## config.mk

```make
export PLATFORM = sky130hd
export DESIGN_NAME = posit_adder_top
export DESIGN_NICKNAME = d
export VERILOG_FILES = /design/src/verilog/posit_pkg.sv /design/src/verilog/posit_adder_top.sv /design/src/verilog/posit_round_pack.sv /design/src/verilog/posit_add_core.sv /design/src/verilog/posit_unpack.sv
export SDC_FILE = /design/constraint.sdc
export NUM_CORES = 1
export LEC_CHECK = 0
export BUFFER_PORTS_ARGS = -buffer_cell sky130_fd_sc_hd__clkbuf_2
export CAP_MARGIN = 5
export CORE_UTILIZATION = 40
export CTS_CLUSTER_DIAMETER = 100
export CTS_CLUSTER_SIZE = 20
export DETAILED_ROUTE_END_ITERATION = 12
export PLACE_DENSITY_LB_ADDON = 0.08
export SYNTH_ARGS = -nofsm -noshare
export SYNTH_HDL_FRONTEND = slang
export SYNTH_SLANG_ARGS = --single-unit
```

## constraint.sdc

```tcl
create_clock -name clk -period 41.2 [get_ports clk]
set_input_delay 4.12 -clock clk [delete_from_list [all_inputs] [get_ports clk]]
set_output_delay 4.12 -clock clk [all_outputs]
set_load 0.1 [all_outputs]
```

## src/verilog/posit_pkg.sv

```systemverilog
// posit<16,1> widths, field types and special encodings
// field types are fixed at n=16, es=1 and do not follow other values
package posit_pkg;

    // word width and exponent field width
    localparam int posit_n  = 16;
    localparam int posit_es = 1;

    ////////////////////
    // field types
    ////////////////////

    // one posit encoding
    typedef logic [posit_n-1:0] posit_t;

    // combined scale 2k+e, two's complement
    typedef logic signed [6:0] scale_t;

    // hidden one then 13 fraction bits
    typedef logic [13:0] sig_t;

    // overflow, hidden, 13 fraction bits, guard, round, sticky
    typedef logic [17:0] wide_sig_t;

    ////////////////////
    // special encodings
    ////////////////////

    // not-a-real, sign bit alone
    localparam posit_t posit_nar    = 16'h8000;

    // largest and smallest positive values
    localparam posit_t posit_maxpos = 16'h7FFF;
    localparam posit_t posit_minpos = 16'h0001;

endpackage
```

## src/verilog/posit_adder_top.sv

```systemverilog
// posit<16,1> adder, three cycles from in_valid to out_valid
// a new operation may enter every cycle and no back-pressure exists
// result holds its value only with out_valid, capture it then
module posit_adder_top
(
    input  logic              clk,
    input  logic              rst_n,
    input  logic              in_valid,
    input  posit_pkg::posit_t operand_a,
    input  posit_pkg::posit_t operand_b,
    input  logic              subtract,
    output logic              out_valid,
    output posit_pkg::posit_t result
);

    // unpack to core
    logic                 stage1_valid;
    logic                 a_sign;
    posit_pkg::scale_t    a_scale;
    posit_pkg::sig_t      a_sig;
    logic                 a_zero;
    logic                 a_nar;
    logic                 b_sign;
    posit_pkg::scale_t    b_scale;
    posit_pkg::sig_t      b_sig;
    logic                 b_zero;
    logic                 b_nar;
    posit_pkg::posit_t    a_raw;
    posit_pkg::posit_t    b_raw;

    // core to round/pack
    logic                 stage2_valid;
    logic                 sum_sign;
    posit_pkg::scale_t    sum_scale;
    posit_pkg::wide_sig_t sum_sig;
    logic                 special_valid;
    posit_pkg::posit_t    special_value;

    ////////////////////
    // pipeline
    ////////////////////

    // port names match the wires above
    posit_unpack u_unpack (.*);

    posit_add_core u_add_core (.*);

    posit_round_pack u_round_pack (.*);

endmodule

```

## src/verilog/posit_round_pack.sv

```systemverilog
// last pipeline stage, one cycle
// expects a normalized significand with the hidden one at bit 16
// results beyond maxpos or below minpos saturate and never become zero or nar
module posit_round_pack
(
    input  logic                 clk,
    input  logic                 rst_n,
    input  logic                 stage2_valid,
    input  logic                 sum_sign,
    input  posit_pkg::scale_t    sum_scale,
    input  posit_pkg::wide_sig_t sum_sig,
    input  logic                 special_valid,
    input  posit_pkg::posit_t    special_value,
    output logic                 out_valid,
    output posit_pkg::posit_t    result
);

    // scale of maxpos, minpos is its mirror
    localparam int scale_limit = 28;

    logic signed [6:0]  regime_k;
    logic [1:0]         seed;
    logic [3:0]         shift_amt;
    logic signed [33:0] window;
    logic signed [33:0] shifted;
    logic [14:0]        body;
    logic               lsb;
    logic               guard;
    logic               sticky;
    logic               round_up;
    logic [14:0]        body_rnd;
    posit_pkg::posit_t  magnitude;
    posit_pkg::posit_t  result_d;

    always_comb
    begin
        ////////////////////
        // regime build
        ////////////////////
        // floor of scale/2
        regime_k  = sum_scale >>> 1;
        // k>=0 gives ones then 0, k<0 gives zeros then 1
        seed      = regime_k[6] ? 2'b01 : 2'b10;
        // sign fill of the shift stretches the seed into the full run
        shift_amt = regime_k[6] ? ~regime_k[3:0] : regime_k[3:0];

        // seed, exponent, fraction, grs, room for the shift
        window  = {seed, sum_scale[posit_pkg::posit_es-1:0], sum_sig[15:0], 15'd0};
        shifted = window >>> shift_amt;

        ////////////////////
        // round to nearest even
        ////////////////////
        body     = shifted[33:19];
        lsb      = shifted[19];
        guard    = shifted[18];
        sticky   = |shifted[17:0];
        round_up = guard & (lsb | sticky);
        // body of all ones only occurs with guard clear
        body_rnd = body + 15'(round_up);

        // clamp outside the representable scale range
        if (sum_scale > scale_limit)
            magnitude = posit_pkg::posit_maxpos;
        else if (sum_scale < -scale_limit)
            magnitude = posit_pkg::posit_minpos;
        else
            magnitude = {1'b0, body_rnd};

        // negative posits by two's complement
        if (special_valid)
            result_d = special_value;
        else if (sum_sign)
            result_d = -magnitude;
        else
            result_d = magnitude;
    end

    always_ff @(posedge clk or negedge rst_n)
    begin
        if (!rst_n)
        begin
            out_valid <= 1'b0;
            result    <= '0;
        end
        else
        begin
            out_valid <= stage2_valid;
            if (stage2_valid)
                result <= result_d;
        end
    end

endmodule

```

## src/verilog/posit_add_core.sv

```systemverilog
// second pipeline stage, one cycle
// sum_sig is normalized with the hidden one at bit 16 and sticky in bit 0
// special_value wins downstream whenever special_valid is set
module posit_add_core
(
    input  logic                 clk,
    input  logic                 rst_n,
    input  logic                 stage1_valid,
    input  logic                 a_sign,
    input  posit_pkg::scale_t    a_scale,
    input  posit_pkg::sig_t      a_sig,
    input  logic                 a_zero,
    input  logic                 a_nar,
    input  logic                 b_sign,
    input  posit_pkg::scale_t    b_scale,
    input  posit_pkg::sig_t      b_sig,
    input  logic                 b_zero,
    input  logic                 b_nar,
    input  posit_pkg::posit_t    a_raw,
    input  posit_pkg::posit_t    b_raw,
    output logic                 stage2_valid,
    output logic                 sum_sign,
    output posit_pkg::scale_t    sum_scale,
    output posit_pkg::wide_sig_t sum_sig,
    output logic                 special_valid,
    output posit_pkg::posit_t    special_value
);

    // swapped operands, larger magnitude first
    logic                 a_first;
    logic                 big_sign;
    logic                 small_sign;
    posit_pkg::scale_t    big_scale;
    posit_pkg::scale_t    small_scale;
    posit_pkg::sig_t      big_sig;
    posit_pkg::sig_t      small_sig;

    // alignment
    logic [6:0]           diff;
    logic [33:0]          shift_win;
    logic [16:0]          small_aligned;
    logic                 small_sticky;
    posit_pkg::wide_sig_t big_ext;
    posit_pkg::wide_sig_t small_ext;

    // sum and normalization
    posit_pkg::wide_sig_t raw_sum;
    posit_pkg::wide_sig_t norm_sig;
    posit_pkg::scale_t    norm_scale;
    logic [4:0]           lz;
    logic                 lz_done;

    // special results
    logic                 spec;
    posit_pkg::posit_t    spec_value;

    always_comb
    begin
        ////////////////////
        // swap
        ////////////////////
        a_first     = (a_scale > b_scale) || (a_scale == b_scale && a_sig >= b_sig);
        big_sign    = a_first ? a_sign  : b_sign;
        small_sign  = a_first ? b_sign  : a_sign;
        big_scale   = a_first ? a_scale : b_scale;
        small_scale = a_first ? b_scale : a_scale;
        big_sig     = a_first ? a_sig   : b_sig;
        small_sig   = a_first ? b_sig   : a_sig;

        ////////////////////
        // align
        ////////////////////
        // never negative after the swap, at most 56
        diff          = 7'(big_scale - small_scale);
        shift_win     = {small_sig, 3'b000, 17'd0} >> diff;
        small_aligned = shift_win[33:17];
        small_sticky  = |shift_win[16:0];
        // whole significand pushed out of the window
        if (diff > 7'd33)
            small_sticky = 1'b1;
        big_ext   = {1'b0, big_sig, 3'b000};
        small_ext = {1'b0, small_aligned[16:1], small_aligned[0] | small_sticky};

        // effective subtraction when signs differ
        if (big_sign != small_sign)
            raw_sum = big_ext - small_ext;
        else
            raw_sum = big_ext + small_ext;

        ////////////////////
        // normalize
        ////////////////////
        lz      = 5'd0;
        lz_done = 1'b0;
        for (int i = 16; i >= 0; i--)
        begin
            if (!lz_done && !raw_sum[i])
                lz = lz + 5'd1;
            else
                lz_done = 1'b1;
        end
        if (raw_sum[17])
        begin
            // carry out, one step right and keep the lost bit as sticky
            norm_sig   = {1'b0, raw_sum[17:2], raw_sum[1] | raw_sum[0]};
            norm_scale = big_scale + 7'sd1;
        end
        else
        begin
            // large shifts only follow near cancellation with no sticky
            norm_sig   = raw_sum << lz;
            norm_scale = big_scale - posit_pkg::scale_t'(lz);
        end

        ////////////////////
        // special cases
        ////////////////////
        spec       = 1'b1;
        spec_value = '0;
        if (a_nar || b_nar)
            spec_value = posit_pkg::posit_nar;
        else if (a_zero)
            // flipped sign on b means the op was a-b
            spec_value = (b_sign ^ b_raw[posit_pkg::posit_n-1]) ? -b_raw : b_raw;
        else if (b_zero)
            spec_value = a_raw;
        else if (raw_sum == '0)
            spec_value = '0;
        else
            spec = 1'b0;
    end

    always_ff @(posedge clk or negedge rst_n)
    begin
        if (!rst_n)
        begin
            stage2_valid  <= 1'b0;
            sum_sign      <= 1'b0;
            sum_scale     <= '0;
            sum_sig       <= '0;
            special_valid <= 1'b0;
            special_value <= '0;
        end
        else
        begin
            stage2_valid <= stage1_valid;
            if (stage1_valid)
            begin
                sum_sign      <= big_sign;
                sum_scale     <= norm_scale;
                sum_sig       <= norm_sig;
                special_valid <= spec;
                special_value <= spec_value;
            end
        end
    end

endmodule

```

## src/verilog/posit_unpack.sv

```systemverilog
// first pipeline stage, one cycle
// scale and sig carry no meaning when the zero or nar flag is set
// b_sign is already inverted for subtraction
module posit_unpack
(
    input  logic              clk,
    input  logic              rst_n,
    input  logic              in_valid,
    input  posit_pkg::posit_t operand_a,
    input  posit_pkg::posit_t operand_b,
    input  logic              subtract,
    output logic              stage1_valid,
    output logic              a_sign,
    output posit_pkg::scale_t a_scale,
    output posit_pkg::sig_t   a_sig,
    output logic              a_zero,
    output logic              a_nar,
    output logic              b_sign,
    output posit_pkg::scale_t b_scale,
    output posit_pkg::sig_t   b_sig,
    output logic              b_zero,
    output logic              b_nar,
    output posit_pkg::posit_t a_raw,
    output posit_pkg::posit_t b_raw
);

    // decoded fields ahead of the stage register
    posit_pkg::scale_t a_scale_d;
    posit_pkg::scale_t b_scale_d;
    posit_pkg::sig_t   a_sig_d;
    posit_pkg::sig_t   b_sig_d;

    ////////////////////
    // field decode
    ////////////////////

    // regime run, exponent bit and fraction of one operand
    function automatic void decode
    (
        input  posit_pkg::posit_t p,
        output posit_pkg::scale_t scale,
        output posit_pkg::sig_t   sig
    );
        posit_pkg::posit_t mag;
        logic [14:0]       body;
        logic [14:0]       rem;
        logic              run_bit;
        logic              done;
        logic [4:0]        run;
        int                k;
        // negative values are stored as two's complement
        mag     = p[posit_pkg::posit_n-1] ? -p : p;
        body    = mag[14:0];
        run_bit = body[14];
        run     = 5'd0;
        done    = 1'b0;
        // leading run of identical regime bits
        for (int i = 14; i >= 0; i--)
        begin
            if (!done && body[i] == run_bit)
                run = run + 5'd1;
            else
                done = 1'b1;
        end
        // run of ones counts from zero, run of zeros is negative
        k = run_bit ? int'(run) - 1 : -int'(run);
        // drop run and terminator so the exponent lands on top
        rem   = body << (run + 5'd1);
        scale = posit_pkg::scale_t'(2 * k + int'(rem[14]));
        // at most 12 real fraction bits, lowest stays zero
        sig   = {1'b1, rem[13:1]};
    endfunction

    always_comb
    begin
        decode(operand_a, a_scale_d, a_sig_d);
        decode(operand_b, b_scale_d, b_sig_d);
    end

    ////////////////////
    // stage register
    ////////////////////

    always_ff @(posedge clk or negedge rst_n)
    begin
        if (!rst_n)
        begin
            stage1_valid <= 1'b0;
            a_sign       <= 1'b0;
            a_scale      <= '0;
            a_sig        <= '0;
            a_zero       <= 1'b0;
            a_nar        <= 1'b0;
            b_sign       <= 1'b0;
            b_scale      <= '0;
            b_sig        <= '0;
            b_zero       <= 1'b0;
            b_nar        <= 1'b0;
            a_raw        <= '0;
            b_raw        <= '0;
        end
        else
        begin
            stage1_valid <= in_valid;
            if (in_valid)
            begin
                a_sign  <= operand_a[posit_pkg::posit_n-1];
                a_scale <= a_scale_d;
                a_sig   <= a_sig_d;
                a_zero  <= (operand_a == '0);
                a_nar   <= (operand_a == posit_pkg::posit_nar);
                // a-b becomes a+(-b)
                b_sign  <= operand_b[posit_pkg::posit_n-1] ^ subtract;
                b_scale <= b_scale_d;
                b_sig   <= b_sig_d;
                b_zero  <= (operand_b == '0);
                b_nar   <= (operand_b == posit_pkg::posit_nar);
                a_raw   <= operand_a;
                b_raw   <= operand_b;
            end
        end
    end

endmodule

```

# [Yosys cells after proc, flatten, opt, wreduce, memory -nomap -nowiden]
# Index checks and enable logic that the tools add are counted.
[totals] in_bits=36 elab_cells=351 ff_bits=140 out_inout_bits=17
[classes] eq_ne=32 n_mux=115 order_cmp=5 n_addsub=60 n_reduce_logical=106 shift=5 n_bitwise=7
[op_table] op="5-bit by 1-bit adder with 5-bit output (second input constant)" n=42
[op_table] op="5-bit 2-to-1 mux" n=42
[op_table] op="16-bit 2-to-1 mux" n=7
[op_table] op="15-bit 2-to-1 mux" n=4
[op_table] op="1-bit logical NOT" n=56
[op_table] op="1-bit 2-to-1 mux" n=50
[op_table] op="1-bit logical AND" n=43
[op_table] op="34-bit by 7-bit right shift with 34-bit output" n=1
[op_table] op="34-bit by 4-bit >>> shifter with 34-bit output" n=1
[op_table] op="16-bit == test (second input constant)" n=2
[op_table] op="16-bit logical NOT" n=2
[op_table] op="16-bit negator" n=2
[op_table] op="15-bit negator" n=2
[op_table] op="15-bit by 5-bit << shifter with 15-bit output" n=2
[op_table] op="1-bit == test" n=28
[op_table] op="14-bit 2-to-1 mux" n=2
[op_table] op="7-bit 2-to-1 mux" n=3
[op_table] op="17-bit by 17-bit adder with 18-bit output" n=1
[op_table] op="18-bit logical NOT" n=1
[op_table] op="18-bit 2-to-1 mux" n=1
[op_table] op="18-bit OR reduction" n=1
[op_table] op="18-bit by 5-bit << shifter with 16-bit output" n=1
[op_table] op="17-bit by 17-bit subtractor with 18-bit output" n=1
[op_table] op="17-bit OR reduction" n=1
[op_table] op="other kinds (23)" n=34

# [Longest topological paths before layout]
[logic_depth] word_depth=61 ltp_mapped=100 mapped_depth_nobuf=93

# [Cells and area by module]
# A second synthesis with hierarchy kept.
[hier_totals] hier_cells=2948 hier_area_um2=22029.9
[by_module_without_submodules] module="posit_add_core" cells_each=1411 seq_area_each_um2=1101.1 area_each_um2=9833.2 n_inst=1
[by_module_without_submodules] module="posit_unpack" cells_each=1052 seq_area_each_um2=1976.9 area_each_um2=8678.3 n_inst=1
[by_module_without_submodules] module="posit_round_pack" cells_each=485 seq_area_each_um2=425.4 area_each_um2=3518.4 n_inst=1

# [Least setup slack after synthesis]
# Ideal clock, no wire load.
[synth_path] kind="register to register" startpoint="register u_unpack.a_sig[4]" endpoint="register u_add_core.sum_scale[6]" stages_incl_launch_ff=93 arrival_ps=18000 setup_time_ps=69 required_time_ps=41131 path_slack_ps=23131 period_less_slack_ps=18069 cell_sequence="dfrtp_1 -> ha_1 -> and3_1 -> a221o_1 -> a31oi_1 -> o31a_2 -> nor2_1 -> clkbuf_1 -> clkbuf_1 -> a21boi_0 -> ha_1 -> o21a_1 -> o21ai_1 -> a41oi_1 -> or4_1 -> a22o_1 -> nor2_1 -> clkbuf_1 -> [... 57 more ...] -> a31oi_1 -> mux2_2 -> ha_1 -> nor2_1 -> a21oi_1 -> inv_1 -> buf_2 -> ha_1 -> and2_1 -> fa_1 -> a21o_1 -> a21o_1 -> a21o_1 -> a21oi_1 -> xor2_1 -> or3_1 -> a31o_2 -> nand3_1"
[synth_via] elab_chain_cells=61 elab_cells_between_ends=119 cone_classes="21 x add/sub; 2 x order compare; 1 x eq/ne; 1 x shift; 42 x mux; 1 x bitwise; 51 x reduce/logical"
[synth_lines] item="from (decl)" line_no="posit_unpack.sv:15" text="output posit_pkg::sig_t a_sig,"
[synth_lines] item="from (signal assigned)" line_no="posit_unpack.sv:109" text="a_sig <= a_sig_d;"
[synth_lines] item="parallel branches: the longest is 60 deep, another holds 17-bit by 17-bit adder with 18-bit output"
[synth_lines] item="7-bit 2-to-1 mux (*)" line_no="posit_add_core.sv:102" text="if (raw_sum[17])"
[synth_lines] item="to (signal assigned)" line_no="posit_add_core.sv:150" text="sum_scale <= norm_scale;"
[synth_lines] item="to (decl)" line_no="posit_add_core.sv:23" text="output posit_pkg::scale_t sum_scale,"
# Mark *: on every way between the ends.
# A chain may end at the register's enable or synchronous reset.

# [Worst setup path after layout]
[layout_path] startpoint="register u_unpack.b_scale[0]" endpoint="register u_add_core.sum_scale[6]"
[layout_via] elab_chain_cells=61 elab_cells_between_ends=120 cone_classes="21 x add/sub; 2 x order compare; 2 x eq/ne; 1 x shift; 42 x mux; 1 x bitwise; 51 x reduce/logical"
[layout_lines] item="from (decl)" line_no="posit_unpack.sv:19" text="output posit_pkg::scale_t b_scale,"
[layout_lines] item="from (signal assigned)" line_no="posit_unpack.sv:114" text="b_scale <= b_scale_d;"
[layout_lines] item="parallel branches: the longest is 60 deep, another holds 17-bit by 17-bit adder with 18-bit output"
[layout_lines] item="7-bit 2-to-1 mux (*)" line_no="posit_add_core.sv:102"
# Marks and branches as above.

==> metrics.md <==
| Metric | Value |
|---|---|
| Status | `finished clean` |
| Antenna-violating nets left | `0` |
| Hold Path Depth | `1` |
| Worst Hold Path EP | `u_add_core.special_value[8]` |
| GR Layer Usage met3 | `0.0335` |
| Root Buffer | `clkbuf_16` |
| Max-cap violation count | `0` |
| Max Fclk | `~48 MHz` |
| Ys Warns | `0` |
| Vias | `around 18k` |
| Max Buffers Root-to-Sink | `2` |
| H-tree depth | `4` |
| Crit path DAT | `21360 ps` |
| Met1 usage | `0.337` |
| CP required | `41600 ps` |
| Met2 Resource Use GR | `0.426` |
| Clock Skews | `about 11 ps` |
| Largest net degree at the start of global routing | `74` |
| Startpoint Class | `flip-flop` |
| Syn Area/Cell | `between 7 and 8 um^2` |
| GP Congestion | `0.936` |
| Reg2Reg Depth | `85` |
| Final setup viols | `0` |
| RSZ-0062 raised after global routing | `no` |
| Synthesized area | `between 15000 and 20000 um^2` |
| Slew headroom | `0.295` |
| Setup Buffers After CTS | `0` |
| Most common cell after layout, fill and taps aside | `nand2_1` |
| Number of synthesized flops with an enable pin | `0` |
| CTS buffer count | `17` |
| # hold bufs at CTS | `0` |
| Endpoints failing hold | `0` |
| Sequential share of the synthesized area | `0.184` |
| Grt ovf | `0` |
| IO Count | `53` |
| Die height | `between 200 and 250 um` |
| Mapped Cells | `2511` |
| First-pass GRT wire length | `about 96 mm` |
| Row count | `78` |
| Core ar. | `approximately 46000 um^2` |
| Setup TNS | `0 ps` |
| Drt first pass iters | `6` |
| Layout cell share with drive strength beyond 1 | `0.105` |
| Net count, final | `2606` |
| Reg2reg end | `u_add_core.sum_scale[6]` |
| Initial DRC Count | `approximately 1.4k` |
| Vias in the first global route | `approximately 17k` |
| Ys async rst share | `1.00` |
| Placed Cells | `~3.0k` |
| Reg2reg setup slack | `around 20000 ps` |
| Commonest cells after routing, fill and taps aside | `nand2_1 (277), nor2_1 (242), a21oi_1 (202)` |
| Final min period | `about 21000 ps` |
| Post-route insts no fill | `about 3.1k` |
| CP max FO | `45` |
| CTS tree | `done` |
| Final hold slack | `496 ps` |
| I/O Buffers | `52` |
| Synthesized flop and latch total | `between 100 and 150` |
| GRT Util Overall | `0.253` |
| Post-DP HPWL | `47.5 mm` |
| Post-synth cell types | `~110` |
| Starting density of the core | `0.409` |
| Hold crit path type | `reg -> reg` |
| # resized after CTS | `0` |
| Initial antenna violation count | `2` |
| DR vias/cell | `5.95` |
| Area growth from synthesis to layout | `7.06%` |
| Most frequent CP cell | `ha_1` |
| Reg2reg start | `u_unpack.b_scale[0]` |
| Total clock sinks | `138` |
| Crit Path Class | `reg -> reg` |
| Syn nets | `approximately 2.7k` |
| CP max stage cell | `a21oi_2` |
| Die Wd | `about 220 um` |
| Final Cycle Share | `0.509` |
| DRT Wirelength | `~60 mm` |
| Die ar. | `between 40000 and 50000 um^2` |
| GR peak layer | `met2` |
| CP peak stage delay | `about 770 ps` |
| Drc violations | `0` |
| DR WL/cell | `19.5 um` |
| HP Start | `u_add_core.special_value[8]` |
| Reg clk slew, reported paths | `around 70 ps` |
| Ant. Diodes | `0` |
| Final slew viol count | `0` |
| Actual slew at the worst max-slew pin | `roughly 1100 ps` |
| Main flop type after synthesis | `dfrtp_1` |
| Worst skew pair latency | `roughly 470 ps` |
| Critical Path End Type | `flip-flop` |
==> layout make-up <==
class | count | area (um^2)
Clock buffer | 17 | 425
Timing Repair Buffer | 76 | 449
Inverter | 107 | 402
Tap cell | 600 | 751
Sequential cell | 138 | 3450
Clock inverter | 15 | 229
Fill cell | 4687 | 25700
Multi-Input combinational cell | 2127 | 14400
==> kinds of logic after synthesis <==
logic type,share of synthesized area
flip-flops,0.184
AND/OR/NAND/NOR,0.233
buffers and inverters,0.0523
adder cells (fa/ha/maj),0.0733
XOR/XNOR,0.0881
AO/OA/AOI/OAI,0.258
multiplexers,0.111
==> cells in the mapped netlist, drive strengths merged, types with 12 or more instances <==
cell       n  area (um^2)
nand2    278         1050
nor2     244          918
a21oi    205         1040
o21ai    195          980
dfrtp    138         3450
mux2i    116         1170
xnor2    111         1010
clkbuf   104          390
inv      104          390
ha       101         1260
nand3     70          355
mux2      65          732
xor2      62          573
nor3      49          250
and2      47          297
a211oi    42          338
buf       35          188
nor2b     33          206
and3      30          193
nand2b    29          181
or3       29          196
a21o      26          195
o2bb2ai   26          228
a31oi     25          163
nand4     24          156
o21a      24          180
o211ai    22          165
o31ai     22          180
or2       20          125
o22ai     18          113
nor4      12          111
==> worst max-delay path by stage <==
stage / from / endpoint / slack (ps) / depth (start not counted)
global route: u_unpack.a_scale[0] / u_add_core.sum_scale[6] / 18780 / 85
detailed placement: u_unpack.b_scale[0] / u_add_core.sum_scale[6] / 20450 / 84
global placement: u_unpack.b_scale[0] / u_add_core.sum_scale[6] / 21120 / 85
floorplan: u_unpack.a_sig[4] / u_add_core.sum_scale[6] / 23130 / 92
CTS: u_unpack.b_scale[0] / u_add_core.sum_scale[6] / 20390 / 84
finish: u_unpack.b_scale[0] / u_add_core.sum_scale[6] / 20240 / 85
==> routing by layer <==
metal / part of all wire / wire [um]
met5: 0.00030 / 18
met4: 0.020 / 1180
met3: 0.034 / 2060
met2: 0.48 / 28700
met1: 0.47 / 28200
==> registers in the layout, summed over array words and instances (netlist names), 7 cells and up <==
register,count
u_round_pack.result,16
u_add_core.sum_sig,16
u_unpack.b_raw,16
u_unpack.b_scale,7
u_add_core.special_value,16
u_unpack.b_sig,14
u_add_core.sum_scale,7
u_unpack.a_sig,13
u_unpack.a_raw,16
u_unpack.a_scale,7
==> critical path, delay by kind of cell, from the launching register on <==
family                     cells  cell delay, ps
and+or+nand+nor               23            4120
DFF                            1             430
AOI/OAI and AO/OA             29            6710
buffers and inverters          4            1060
adders and majority gates     19            5780
muxes                          9            2650
xor gates and xnor gates       1             110
==> through the flow <==
step                      area, um^2  utilization  setup slack (ps)
after global routing           20100        0.438             18780
after CTS                      20100        0.438             20390
after detailed placement       19400        0.424             20450
after floorplan                18700            -             23130
after global placement         19400        0.424             21120
final                          20100        0.438             20240
Power is left out: the tool's default activity adds up to more than one toggle a clock period on the data nets, which glitch-free logic cannot reach.
